`config.mk`:
```
export PLATFORM = sky130hd
export DESIGN_NAME = cpu_top
export DESIGN_NICKNAME = d
export VERILOG_FILES = /design/src/common/pipe_pkg.sv /design/src/hw/cpu_top.sv /design/src/pipe_trace/pipe_trace.sv /design/src/hw/pipeline_core.sv /design/src/hw/hazard_unit.sv /design/src/hw/reg_file.sv /design/src/hw/instr_mem.sv
export SDC_FILE = /design/constraint.sdc
export NUM_CORES = 2
export LEC_CHECK = 0
export BUFFER_PORTS_ARGS = -buffer_cell sky130_fd_sc_hd__buf_2
export CAP_MARGIN = 20
export CORE_ASPECT_RATIO = 1.25
export CORE_MARGIN = 5
export CORE_UTILIZATION = 45
export CTS_BUF_LIST = sky130_fd_sc_hd__clkbuf_16
export CTS_CLUSTER_DIAMETER = 120
export CTS_CLUSTER_SIZE = 40
export DETAILED_ROUTE_END_ITERATION = 8
export PLACE_DENSITY_LB_ADDON = 0.25
export SLEW_MARGIN = 20
export SYNTH_ARGS = -nofsm -noshare
export SYNTH_HDL_FRONTEND = slang
export SYNTH_SLANG_ARGS = --single-unit
```
`constraint.sdc`:
```
create_clock -name clk -period 3.62 [get_ports clk]
set_input_delay 0.181 -clock clk [delete_from_list [all_inputs] [get_ports clk]]
set_output_delay 0.181 -clock clk [all_outputs]
set_load 0.005 [all_outputs]
```
`src/common/pipe_pkg.sv`:
```
package pipe_pkg;

    // Datapath and instruction word width
    localparam int XLEN = 16;

    // Register index width, eight registers
    localparam int REG_W = 3;

    localparam int OPC_W = 4;
    localparam int IMM_W = 6;

    // Width of the per-instruction decode stall counter
    localparam int STALL_W = 4;

    localparam logic [OPC_W-1:0] OP_NOP  = 4'd0;
    localparam logic [OPC_W-1:0] OP_ADD  = 4'd1;
    localparam logic [OPC_W-1:0] OP_SUB  = 4'd2;
    localparam logic [OPC_W-1:0] OP_AND  = 4'd3;
    localparam logic [OPC_W-1:0] OP_OR   = 4'd4;
    localparam logic [OPC_W-1:0] OP_ADDI = 4'd5;
    localparam logic [OPC_W-1:0] OP_LD   = 4'd6;
    // ST stores the register named by rd
    localparam logic [OPC_W-1:0] OP_ST   = 4'd7;
    localparam logic [OPC_W-1:0] OP_HALT = 4'd15;

    // Register format
    typedef struct packed {
        logic [OPC_W-1:0] opcode;
        logic [REG_W-1:0] rd;
        logic [REG_W-1:0] rs1;
        logic [REG_W-1:0] rs2;
        logic [2:0]       pad;
    } instr_r_t;

    // Immediate format, imm is signed
    typedef struct packed {
        logic [OPC_W-1:0] opcode;
        logic [REG_W-1:0] rd;
        logic [REG_W-1:0] rs1;
        logic [IMM_W-1:0] imm;
    } instr_i_t;

    typedef union packed {
        instr_r_t r;
        instr_i_t i;
    } instr_u;

endpackage
```
`src/hw/cpu_top.sv`:
```
`timescale 1ns/10ps

module cpu_top #(
    parameter int IMEM_DEPTH = 64,
    parameter int DMEM_DEPTH = 64,
    parameter int CYCLE_W    = 16
) (
    input  logic                          clk,
    input  logic                          rst,
    input  logic                          prog_we,
    input  logic [$clog2(IMEM_DEPTH)-1:0] prog_addr,
    input  logic [pipe_pkg::XLEN-1:0]     prog_data,
    output logic                          retire_valid,
    output logic [$clog2(IMEM_DEPTH)-1:0] retire_pc,
    output logic [pipe_pkg::XLEN-1:0]     retire_instr,
    output logic [pipe_pkg::REG_W-1:0]    retire_rd,
    output logic [pipe_pkg::XLEN-1:0]     retire_data,
    output logic                          retire_we,
    output logic [pipe_pkg::STALL_W-1:0]  retire_stalls,
    output logic [CYCLE_W-1:0]            retire_fetch_cycle,
    output logic [CYCLE_W-1:0]            retire_cycle,
    output logic                          halted
);
    import pipe_pkg::*;

    localparam int PC_W = $clog2(IMEM_DEPTH);

    logic [PC_W-1:0]  fetch_pc;
    logic [XLEN-1:0]  fetch_instr;
    logic [REG_W-1:0] rs1_addr;
    logic [REG_W-1:0] rs2_addr;
    logic [XLEN-1:0]  rs1_data;
    logic [XLEN-1:0]  rs2_data;
    logic             wb_we;
    logic [REG_W-1:0] wb_rd;
    logic [XLEN-1:0]  wb_data;
    logic [REG_W-1:0] ex_rd;
    logic             ex_writes;
    logic [REG_W-1:0] mem_rd;
    logic             mem_writes;
    instr_u           dec_instr;
    logic             dec_valid;
    logic             stall;
    logic             fetch_fire;
    logic             wb_fire;

    instr_mem #(.IMEM_DEPTH(IMEM_DEPTH)) u_imem (
        .clk, .prog_we, .prog_addr, .prog_data, .fetch_pc, .fetch_instr
    );

    reg_file u_rf (
        .clk, .rst, .rs1_addr, .rs2_addr, .rs1_data, .rs2_data, .wb_we, .wb_rd, .wb_data
    );

    hazard_unit u_hazard (
        .clk, .rst, .dec_instr, .dec_valid, .ex_rd, .ex_writes, .mem_rd, .mem_writes, .stall
    );

    pipeline_core #(
        .IMEM_DEPTH(IMEM_DEPTH),
        .DMEM_DEPTH(DMEM_DEPTH)
    ) u_core (
        .clk, .rst, .fetch_pc, .fetch_instr, .rs1_addr, .rs2_addr, .rs1_data, .rs2_data,
        .wb_we, .wb_rd, .wb_data, .ex_rd, .ex_writes, .mem_rd, .mem_writes,
        .dec_instr, .dec_valid, .stall, .fetch_fire, .wb_fire, .halted
    );

    pipe_trace #(
        .IMEM_DEPTH(IMEM_DEPTH),
        .CYCLE_W(CYCLE_W)
    ) u_trace (
        .clk, .rst, .fetch_fire, .fetch_pc, .fetch_instr, .stall,
        .wb_fire, .wb_rd, .wb_data, .wb_we,
        .retire_valid, .retire_pc, .retire_instr, .retire_rd, .retire_data,
        .retire_we, .retire_stalls, .retire_fetch_cycle, .retire_cycle
    );

endmodule

```
`src/pipe_trace/pipe_trace.sv`:
```
`timescale 1ns/10ps

module pipe_trace #(
    parameter int IMEM_DEPTH = 64,
    parameter int CYCLE_W    = 16
) (
    input  logic                          clk,
    input  logic                          rst,
    input  logic                          fetch_fire,
    input  logic [$clog2(IMEM_DEPTH)-1:0] fetch_pc,
    input  logic [pipe_pkg::XLEN-1:0]     fetch_instr,
    input  logic                          stall,
    input  logic                          wb_fire,
    input  logic [pipe_pkg::REG_W-1:0]    wb_rd,
    input  logic [pipe_pkg::XLEN-1:0]     wb_data,
    input  logic                          wb_we,
    output logic                          retire_valid,
    output logic [$clog2(IMEM_DEPTH)-1:0] retire_pc,
    output logic [pipe_pkg::XLEN-1:0]     retire_instr,
    output logic [pipe_pkg::REG_W-1:0]    retire_rd,
    output logic [pipe_pkg::XLEN-1:0]     retire_data,
    output logic                          retire_we,
    output logic [pipe_pkg::STALL_W-1:0]  retire_stalls,
    output logic [CYCLE_W-1:0]            retire_fetch_cycle,
    output logic [CYCLE_W-1:0]            retire_cycle
);
    import pipe_pkg::*;

    localparam int PC_W  = $clog2(IMEM_DEPTH);
    // Slots 0..3 follow decode, execute, memory and writeback
    localparam int NSLOT = 4;
    localparam int WB    = NSLOT - 1;

    logic [CYCLE_W-1:0] cycle;
    logic               rec_valid  [NSLOT];
    logic [PC_W-1:0]    rec_pc     [NSLOT];
    logic [XLEN-1:0]    rec_instr  [NSLOT];
    logic [CYCLE_W-1:0] rec_fcyc   [NSLOT];
    logic [STALL_W-1:0] rec_stalls [NSLOT];

    always_ff @(posedge clk) begin
        if (rst) begin
            cycle <= '0;
        end else begin
            cycle <= cycle + 1'b1;
        end
    end

    // Slot valids track the core stage valids one for one
    always_ff @(posedge clk) begin
        if (rst) begin
            for (int i = 0; i < NSLOT; i++) begin
                rec_valid[i] <= 1'b0;
            end
        end else begin
            if (!stall) begin
                rec_valid[0] <= fetch_fire;
            end
            rec_valid[1] <= rec_valid[0] && !stall;
            for (int i = 2; i < NSLOT; i++) begin
                rec_valid[i] <= rec_valid[i-1];
            end
        end
    end

    always_ff @(posedge clk) begin
        if (!stall) begin
            rec_pc[0]     <= fetch_pc;
            rec_instr[0]  <= fetch_instr;
            rec_fcyc[0]   <= cycle;
            rec_stalls[0] <= '0;
        end else begin
            // Held in decode for one more cycle
            rec_stalls[0] <= rec_stalls[0] + 1'b1;
        end
        for (int i = 1; i < NSLOT; i++) begin
            rec_pc[i]     <= rec_pc[i-1];
            rec_instr[i]  <= rec_instr[i-1];
            rec_fcyc[i]   <= rec_fcyc[i-1];
            rec_stalls[i] <= rec_stalls[i-1];
        end
    end

    always_ff @(posedge clk) begin
        if (rst) begin
            retire_valid <= 1'b0;
        end else begin
            retire_valid <= wb_fire;
        end
    end

    // retire_cycle carries the writeback cycle, one behind the strobe
    always_ff @(posedge clk) begin
        retire_pc          <= rec_pc[WB];
        retire_instr       <= rec_instr[WB];
        retire_rd          <= wb_rd;
        retire_data        <= wb_data;
        retire_we          <= wb_we;
        retire_stalls      <= rec_stalls[WB];
        retire_fetch_cycle <= rec_fcyc[WB];
        retire_cycle       <= cycle;
    end

    a_wb_slot_lockstep: assert property (
        @(posedge clk) disable iff (rst) rec_valid[WB] == wb_fire
    ) else $error("pipe_trace: writeback record out of step with core");

endmodule

```
`src/hw/pipeline_core.sv`:
```
`timescale 1ns/10ps

module pipeline_core #(
    parameter int IMEM_DEPTH = 64,
    parameter int DMEM_DEPTH = 64
) (
    input  logic                          clk,
    input  logic                          rst,
    output logic [$clog2(IMEM_DEPTH)-1:0] fetch_pc,
    input  logic [pipe_pkg::XLEN-1:0]     fetch_instr,
    output logic [pipe_pkg::REG_W-1:0]    rs1_addr,
    output logic [pipe_pkg::REG_W-1:0]    rs2_addr,
    input  logic [pipe_pkg::XLEN-1:0]     rs1_data,
    input  logic [pipe_pkg::XLEN-1:0]     rs2_data,
    output logic                          wb_we,
    output logic [pipe_pkg::REG_W-1:0]    wb_rd,
    output logic [pipe_pkg::XLEN-1:0]     wb_data,
    output logic [pipe_pkg::REG_W-1:0]    ex_rd,
    output logic                          ex_writes,
    output logic [pipe_pkg::REG_W-1:0]    mem_rd,
    output logic                          mem_writes,
    output pipe_pkg::instr_u              dec_instr,
    output logic                          dec_valid,
    input  logic                          stall,
    output logic                          fetch_fire,
    output logic                          wb_fire,
    output logic                          halted
);
    import pipe_pkg::*;

    localparam int DADDR_W = $clog2(DMEM_DEPTH);

    logic [OPC_W-1:0] dec_op;
    logic             dec_is_r;
    logic             dec_wr;
    logic [XLEN-1:0]  dec_imm;
    logic             fetch_stop;

    logic             ex_valid;
    logic [OPC_W-1:0] ex_op;
    logic             ex_wr;
    logic [XLEN-1:0]  ex_a;
    logic [XLEN-1:0]  ex_b;
    logic [XLEN-1:0]  ex_sd;
    logic [XLEN-1:0]  alu_res;

    logic             mem_valid;
    logic [OPC_W-1:0] mem_op;
    logic             mem_wr;
    logic [XLEN-1:0]  mem_res;
    logic [XLEN-1:0]  mem_sd;
    logic [XLEN-1:0]  dmem [DMEM_DEPTH];
    logic [XLEN-1:0]  dmem_rdata;

    logic             wb_valid;
    logic [OPC_W-1:0] wb_op;
    logic             wb_wr;
    logic             halt_done;

    // Decode
    always_comb begin
        dec_op   = dec_instr.r.opcode;
        dec_is_r = dec_op inside {OP_ADD, OP_SUB, OP_AND, OP_OR};
        dec_wr   = dec_is_r || dec_op == OP_ADDI || dec_op == OP_LD;
        dec_imm  = {{(XLEN-IMM_W){dec_instr.i.imm[IMM_W-1]}}, dec_instr.i.imm};
    end

    assign rs1_addr = dec_instr.r.rs1;
    assign rs2_addr = (dec_op == OP_ST) ? dec_instr.i.rd : dec_instr.r.rs2;

    // HALT in decode already blocks the fetch behind it
    assign fetch_fire = !fetch_stop && !(dec_valid && dec_op == OP_HALT) && !stall;

    always_comb begin
        case (ex_op)
            OP_SUB:  alu_res = ex_a - ex_b;
            OP_AND:  alu_res = ex_a & ex_b;
            OP_OR:   alu_res = ex_a | ex_b;
            default: alu_res = ex_a + ex_b;  // ADD, ADDI and LD/ST address
        endcase
    end

    assign dmem_rdata = dmem[mem_res[DADDR_W-1:0]];

    always_ff @(posedge clk) begin
        if (mem_valid && mem_op == OP_ST) begin
            dmem[mem_res[DADDR_W-1:0]] <= mem_sd;
        end
    end

    // Valid bits and fetch control
    always_ff @(posedge clk) begin
        if (rst) begin
            fetch_pc   <= '0;
            fetch_stop <= 1'b0;
            dec_valid  <= 1'b0;
            ex_valid   <= 1'b0;
            mem_valid  <= 1'b0;
            wb_valid   <= 1'b0;
            halt_done  <= 1'b0;
            halted     <= 1'b0;
        end else begin
            if (fetch_fire) begin
                fetch_pc <= fetch_pc + 1'b1;
            end
            if (dec_valid && dec_op == OP_HALT) begin
                fetch_stop <= 1'b1;
            end
            if (!stall) begin
                dec_valid <= fetch_fire;
            end
            // Bubble into execute while decode waits
            ex_valid  <= dec_valid && !stall;
            mem_valid <= ex_valid;
            wb_valid  <= mem_valid;
            if (wb_valid && wb_op == OP_HALT) begin
                halt_done <= 1'b1;
            end
            halted <= halt_done;
        end
    end

    // Stage payload
    always_ff @(posedge clk) begin
        if (!stall) begin
            dec_instr <= fetch_instr;
        end
        ex_op   <= dec_op;
        ex_rd   <= dec_instr.r.rd;
        ex_wr   <= dec_wr;
        ex_a    <= rs1_data;
        ex_b    <= dec_is_r ? rs2_data : dec_imm;
        ex_sd   <= rs2_data;
        mem_op  <= ex_op;
        mem_rd  <= ex_rd;
        mem_wr  <= ex_wr;
        mem_res <= alu_res;
        mem_sd  <= ex_sd;
        wb_op   <= mem_op;
        wb_rd   <= mem_rd;
        wb_wr   <= mem_wr;
        wb_data <= (mem_op == OP_LD) ? dmem_rdata : mem_res;
    end

    assign ex_writes  = ex_valid && ex_wr;
    assign mem_writes = mem_valid && mem_wr;
    assign wb_we      = wb_valid && wb_wr;
    assign wb_fire    = wb_valid;

    // Nothing may drain out of the pipe once the core reports halted
    a_quiet_after_halt: assert property (
        @(posedge clk) disable iff (rst) halted |-> !wb_fire
    ) else $error("pipeline_core: writeback after halt");

endmodule

```
`src/hw/hazard_unit.sv`:
```
`timescale 1ns/10ps

module hazard_unit (
    input  logic                       clk,
    input  logic                       rst,
    input  pipe_pkg::instr_u           dec_instr,
    input  logic                       dec_valid,
    input  logic [pipe_pkg::REG_W-1:0] ex_rd,
    input  logic                       ex_writes,
    input  logic [pipe_pkg::REG_W-1:0] mem_rd,
    input  logic                       mem_writes,
    output logic                       stall
);
    import pipe_pkg::*;

    logic             use_src1;
    logic             use_src2;
    logic [REG_W-1:0] src1;
    logic [REG_W-1:0] src2;
    logic             hit1;
    logic             hit2;

    // Pick the source fields through the view that matches the opcode
    always_comb begin
        use_src1 = 1'b0;
        use_src2 = 1'b0;
        src1     = dec_instr.r.rs1;
        src2     = dec_instr.r.rs2;
        if (dec_valid) begin
            case (dec_instr.r.opcode)
                OP_ADD, OP_SUB, OP_AND, OP_OR: begin
                    use_src1 = 1'b1;
                    use_src2 = 1'b1;
                end
                OP_ADDI, OP_LD: begin
                    use_src1 = 1'b1;
                end
                OP_ST: begin
                    // Store data comes from the rd field
                    use_src1 = 1'b1;
                    use_src2 = 1'b1;
                    src2     = dec_instr.i.rd;
                end
                default: begin
                    use_src1 = 1'b0;
                end
            endcase
        end
    end

    // r0 never waits on anyone
    assign hit1 = use_src1 && src1 != '0 &&
                  ((ex_writes && ex_rd == src1) || (mem_writes && mem_rd == src1));
    assign hit2 = use_src2 && src2 != '0 &&
                  ((ex_writes && ex_rd == src2) || (mem_writes && mem_rd == src2));

    assign stall = hit1 || hit2;

    // A producer clears memory two cycles after decode starts waiting on it
    a_stall_bounded: assert property (
        @(posedge clk) disable iff (rst) (stall && $past(stall)) |=> !stall
    ) else $error("hazard_unit: decode stalled for more than two cycles");

endmodule

```
`src/hw/reg_file.sv`:
```
`timescale 1ns/10ps

module reg_file (
    input  logic                       clk,
    input  logic                       rst,
    input  logic [pipe_pkg::REG_W-1:0] rs1_addr,
    input  logic [pipe_pkg::REG_W-1:0] rs2_addr,
    output logic [pipe_pkg::XLEN-1:0]  rs1_data,
    output logic [pipe_pkg::XLEN-1:0]  rs2_data,
    input  logic                       wb_we,
    input  logic [pipe_pkg::REG_W-1:0] wb_rd,
    input  logic [pipe_pkg::XLEN-1:0]  wb_data
);
    import pipe_pkg::*;

    localparam int NREG = 1 << REG_W;

    logic [XLEN-1:0] regs [NREG];

    always_ff @(posedge clk) begin
        if (rst) begin
            for (int i = 0; i < NREG; i++) begin
                regs[i] <= '0;
            end
        end else if (wb_we && wb_rd != '0) begin
            regs[wb_rd] <= wb_data;
        end
    end

    // Writes bypass to the read ports so decode sees writeback data the same cycle
    always_comb begin
        rs1_data = regs[rs1_addr];
        if (wb_we && wb_rd == rs1_addr) begin
            rs1_data = wb_data;
        end
        if (rs1_addr == '0) begin
            rs1_data = '0;
        end
    end

    always_comb begin
        rs2_data = regs[rs2_addr];
        if (wb_we && wb_rd == rs2_addr) begin
            rs2_data = wb_data;
        end
        if (rs2_addr == '0) begin
            rs2_data = '0;
        end
    end

    // Stored r0 keeps its zero when writeback targets it
    a_r0_sticks: assert property (
        @(posedge clk) disable iff (rst)
        (wb_we && wb_rd == '0) |=> regs[0] == '0
    ) else $error("reg_file: r0 storage changed by a write");

endmodule

```
`src/hw/instr_mem.sv`:
```
`timescale 1ns/10ps

module instr_mem #(
    parameter int IMEM_DEPTH = 64
) (
    input  logic                          clk,
    input  logic                          prog_we,
    input  logic [$clog2(IMEM_DEPTH)-1:0] prog_addr,
    input  logic [pipe_pkg::XLEN-1:0]     prog_data,
    input  logic [$clog2(IMEM_DEPTH)-1:0] fetch_pc,
    output logic [pipe_pkg::XLEN-1:0]     fetch_instr
);
    import pipe_pkg::*;

    logic [XLEN-1:0] mem [IMEM_DEPTH];

    // Program load port, one word per strobe
    always_ff @(posedge clk) begin
        if (prog_we) begin
            mem[prog_addr] <= prog_data;
        end
    end

    // Fetch sees the word in the same cycle
    assign fetch_instr = mem[fetch_pc];

    // Load address must fall inside the array for non power of two depths
    a_prog_addr_range: assert property (
        @(posedge clk) prog_we |-> (32'(prog_addr) < IMEM_DEPTH)
    ) else $error("instr_mem: prog_addr %0d out of range", prog_addr);

endmodule

```
# --- Word-level counts from Yosys, hierarchy flattened ---
# Memory sizes are Yosys's and may differ from the RTL's. A register that Yosys moved wholly into a read port is not among the register bits.
# Index checks and enable logic that the tools add are counted.
# Widths: inputs -> output; s select.
totals:
  ff_bits: 202
  ramBits: 2344
  input_bits: 25
  out_inout_bits: 80
  elab_cells: 132
  mem_count: 7
memory_table:
  columns: ["memory", "depth", "word_bits", "rd", "rd_ports_with_merged_regs", "wr", "line_no", "rtl"]
  rows:
  - ["u_core.dmem", 64, 16, 1, 1, 1, "pipeline_core.sv:52", "logic [XLEN-1:0] dmem [DMEM_DEPTH];"]
  - ["u_imem.mem", 64, 16, 1, 1, 1, "instr_mem.sv:15", "logic [XLEN-1:0] mem [IMEM_DEPTH];"]
  - ["u_rf.regs", 8, 16, 2, 1, 8, "reg_file.sv:18", "logic [XLEN-1:0] regs [NREG];"]
  - ["u_trace.rec_fcyc", 4, 16, 4, 1, 4, "pipe_trace.sv:38", "logic [CYCLE_W-1:0] rec_fcyc [NSLOT];"]
  - ["u_trace.rec_instr", 4, 16, 4, 1, 4, "pipe_trace.sv:37", "logic [XLEN-1:0] rec_instr [NSLOT];"]
  - ["u_trace.rec_pc", 4, 6, 4, 1, 4, "pipe_trace.sv:36", "logic [PC_W-1:0] rec_pc [NSLOT];"]
  - ["1 more memories", null, null, null, null, null, null, null]
classes:
  addsub: 5
  eq_ne: 20
  mux: 30
  n_bitwise: 3
  reduce_logical: 37
ops:
  columns: ["op", "n"]
  rows:
  - ["$mux 16", 6]
  - ["$pmux 16 s3", 1]
  - ["$eq 4x3->1 const B", 7]
  - ["$logic_and 1x1->1", 20]
  - ["$eq 3x3->1", 6]
  - ["$add 16x1->16 const B", 1]
  - ["$add 16x16->16", 1]
  - ["$and 16x16->16", 1]
  - ["$eq 4x2->1 const B", 4]
  - ["$mux 1", 16]
  - ["$or 16x16->16", 1]
  - ["$reduce_or 16->1", 1]
  - ["$sub 16x16->16", 1]
  - ["$mux 3", 4]
  - ["$mux 6", 2]
  - ["$reduce_bool 3->1", 3]
  - ["$eq 4x4->1 const B", 2]
  - ["$reduce_or 7->1", 1]
  - ["$add 6x1->6 const B", 1]
  - ["$logic_not 3->1", 2]
  - ["$logic_or 1x1->1", 5]
  - ["$reduce_or 5->1", 1]
  - ["$add 4x1->4 const B", 1]
  - ["$eq 4x1->1 const B", 1]
  - ["4 further kinds", 6]

# --- Depth between registers and ports, before layout ---
logic_depth:
  ltp_word: 12
  depth_mapped: 13
  mapped_depth_nobuf: 13

# --- Modules after synthesis ---
# Synthesis repeated with hierarchy kept, for this count alone.
unflattened:
  cells_unflattened: 5265
  hier_area_um2: 98440.7
by_module_without_submodules:
  columns: ["mod", "n_inst", "cells_each", "area_each_um2", "seq_area_each_um2"]
  rows:
  - ["pipeline_core", 1, 2526, 45147.0, 33892.5]
  - ["instr_mem", 1, 1813, 39721.8, 30749.5]
  - ["reg_file", 1, 538, 7113.1, 3843.7]
  - ["pipe_trace", 1, 337, 6108.4, 5645.4]
  - ["hazard_unit", 1, 51, 350.3, 0.0]

# --- Least setup slack after synthesis ---
# No wires, ideal clock.
synth_timing:
  kind: "register -> register"
  from: "register u_core.mem_res[0]"
  to: "memory u_core.dmem[12][0], enable pin"
  setup_ps: 388
  arrival_time_ps: 2661
  required_time_ps: 3232
  slack_ps: 570
  path_stages_with_launch: 9
  path_buffers: 5
  period_less_slack_ps: 3050
  path_cell_list: "dfxtp_1 -> clkbuf_1 -> nor3b_1 -> clkbuf_1 -> buf_2 -> buf_2 -> buf_1 -> nand2_1 -> nor2_1"
synth_rtl:
  columns: ["item", "line_no", "rtl"]
  rows:
  - ["from (decl)", "pipeline_core.sv:50", "logic [XLEN-1:0] mem_res;"]
  - ["from (signal assigned)", "pipeline_core.sv:137", "mem_res <= alu_res;"]
  - ["to (decl)", "pipeline_core.sv:52", null]
# Straight into the memory's write port.

==> key figures <==
Final layout
  – Most frequent cells in the layout: 2214 x edfxtp_1, 370 x mux4_2, 320 x a22oi_1, 320 x dfxtp_1, 294 x buf_4
  – Area growth, synth to finish: 8.91%
  – Final Util: 0.494
  – Commonest non-fill, non-tap cell in the layout: edfxtp_1
  – # fillers: 16891
  – Fraction of layout cells with a size suffix above 1: 0.192
  – Number of nets in the layout: 5265

Synthesis
  – Yosys warning total: 0
  – XOR/XNOR Fraction of Synth Area: 0.00539
  – Largest family of logic cells by synthesized area: multiplexers
  – Post-synth EDFFs: 2214
  – Post-Synth Simple-Gate Area: 0.0407
  – Synth Area in Compound Gates: 0.0666
  – Seq/Total Area, Yosys: 0.778
  – Seq cells post-synth: 2557
  – Adder-Cell Fraction of Synth Area: 0.00311
  – Mux cell area share after synthesis: 0.0918
  – Synthesized cell area: 94300 um2
  – Syn Inst Count: 4983
  – Syn avg cell area: 18.9 um2
  – Yosys cell types: between 60 and 70
  – Ys flop type: edfxtp_1
  – Async SR Flop Fraction: 0

Clock tree
  – CTS tree: built
  – Clk buf depth: 3
  – Clock transition at path regs: about 0.14 ns
  – CTS H-tree lvls: 3
  – Num CTS Buffers: 74
  – Root buffer selected by CTS: clkbuf_16
  – Clk sink count: 2557
  – Clock latency on the worst-skew pair: approximately 0.75 ns

Worst setup path
  – CP max stage cell: or4b_2
  – Buffers & Inverters on Critical Path: 0
  – Critical-path cell list: or4b_2, mux2i_1, ha_1, nor2b_1, o21ai_0, a2111o_1, a31oi_1, o21ai_0, and3_1, nor4_1, a21oi_1
  – CP peak stage delay: about 0.78 ns
  – CP Capture Type: flip-flop
  – CP top delay family: simple AND/OR/NAND/NOR gates
  – Critical path type: flip-flop to flip-flop
  – Crit-path max FO: 5
  – Startpoint types: flip-flop
  – CP arrival: 4.12 ns
  – Worst EP required: 4.27 ns
  – Crit path top cell by count: o21ai_0

Placed design
  – # port buffers: 104
  – Final Wtd Congestion: 0.839
  – Post-DP HPWL: 147000 um

Global route
  – GRT Overall Usage: 0.215
  – First-pass GRT wire length: 344000 um
  – Vias in the first global route: approximately 48000
  – Largest net degree at the start of global routing: 68
  – Gr ovfl total: 0
  – Antenna violations before repair: 11

Floorplanning
  – Row cnt: 187
  – Core region area: 208000 um2
  – Die width: 419 um
  – Total die area: between 200000 and 250000 um2
  – Die Y: 522 um
  – Starting Density: 0.453
  – Io pins: 105

Drt
  – DR DRC count: 0
  – WL final: 239000 um
  – DR iter-0 viols: 5688
  – DRT Pass-1 Iters: 6
  – Post-route ant nets: 0
  – DR WL/cell: around 30 um
  – Vias per cell: 6.00
  – Vias: 48060

Min path
  – Worst hold path type: input pin to flip-flop

Run status
  – Status: complete, no violations

Timing
  – Clock skew: 0.0766 ns
  – Achievable Freq: 288 MHz
  – Final min period: 3.47 ns
  – Crit share post-route: 0.959
  – Final Max Tran Viols: 0
  – Final hold violation count: 0
  – Setup TNS: 0 ns
  – Final setup fails: 0
  – Tightest Pin Transition: 1.15 ns
  – Worst relative slew slack: 0.236
  – RSZ-0062 raised after global routing: no

Flow run
  – Max Cap Viol: 0

Pwr
  – Peak supply drop: 631 uV
  – P_leak: 32.5 nW
  – PD cells: between 600 and 700 nW/um2
==> stage by stage <==
stage	hold slack (ns)	power [W]	worst slack, ns	instances	instance area (um2)
after floorplan	0.280	0.0491	0.570	4998	94300
after global routing	0.00464	0.0728	0.00860	8003	103000
after CTS	0.00163	0.0705	0.202	7986	102000
final	0.00955	0.0702	0.149	8011	103000
after global placement	0.310	0.0585	0.158	7863	100000
after detailed placement	0.312	0.0587	0.238	7863	100000
==> flip-flops by register name (all words and copies together) (netlist names), 24 cells and up, named ones only <==
signal	flops
u_core.dmem	1024
u_imem.mem	1024
u_rf.regs	128
u_trace.rec_fcyc	64
u_trace.rec_instr	48
u_trace.rec_pc	24
==> worst paths after layout <==
path	startpoint	to	slack [ns]	cells past startpoint
min reg2reg	u_trace.rec_fcyc[1][13]	u_trace.rec_fcyc[2][13]	0.32	0
max	u_trace.rec_instr[1][12]	u_core.mem_res[15]	0.15	11
min	prog_data[13]	u_imem.mem[43][13]	0.01	1
max reg2reg	u_trace.rec_instr[1][12]	u_core.mem_res[15]	0.15	11
==> power breakdown <==
group          switching, W  internal (W)  total [W]
logic                0.0120       0.00800     0.0200
clock network       0.00826       0.00391     0.0122
registers           0.00289        0.0351     0.0380
==> layout make-up <==
type                            instances  area [um2]  area share
Inverter                               21        78.8    0.000768
Tap cell                             2740        3430      0.0334
Multi-Input combinational cell       2120       19900       0.194
Clock inverter                         43         251     0.00245
Sequential cell                      2557       73400       0.715
Antenna cell                           11        27.5    0.000268
Timing Repair Buffer                  444        3690      0.0360
Clock buffer                           75        1880      0.0183
==> repair_timing <==
action                                 CTS  global route
endpoints found under the hold margin   84           421
buffers inserted                         0             0
hold buffers                             5            13
resized for setup                        0             0
==> synth_stat cells (25+ instances only) <==
master	count	area, um2
xnor2_1	29	254
clkbuf_1	154	578
a22oi_1	321	2410
a21o_1	29	218
nand2_1	194	728
a22o_1	106	928
nand4_1	38	238
a31oi_1	114	713
edfxtp_1	2214	66500
and2_1	134	838
nor3_1	26	130
nor2_1	208	781
o21ai_0	59	295
mux4_2	370	8330
buf_2	83	415
dfxtp_1	343	6870
a221oi_1	103	902
a21oi_1	35	175
xor2_1	29	254
and3_1	25	156
buf_1	55	206
nand3_1	64	320
==> cells by family (layout without fill, tap and decap cells) <==
logic type / count (synthesis) / after routing
fa+ha+maj: 23 / 23
mux: 401 / 401
compound gates: 842 / 842
xor+xnor: 58 / 58
simple gates: 780 / 780
flops: 2557 / 2557
buf+inv: 321 / 583
other cells: 1 / 27
==> layer usage <==
| metal | vias to the layer above | GRT usage | routed length [um] |
|---|---|---|---|
| met5 | - | 0 | 31 |
| met4 | 4 | 0.0628 | 6990 |
| met3 | 242 | 0.0202 | 13100 |
| met2 | 1727 | 0.378 | 124000 |
| met1 | 25505 | 0.287 | 94500 |
| li1 | 20582 | - | - |
No activity file was read; power rests on OpenSTA's default activity.
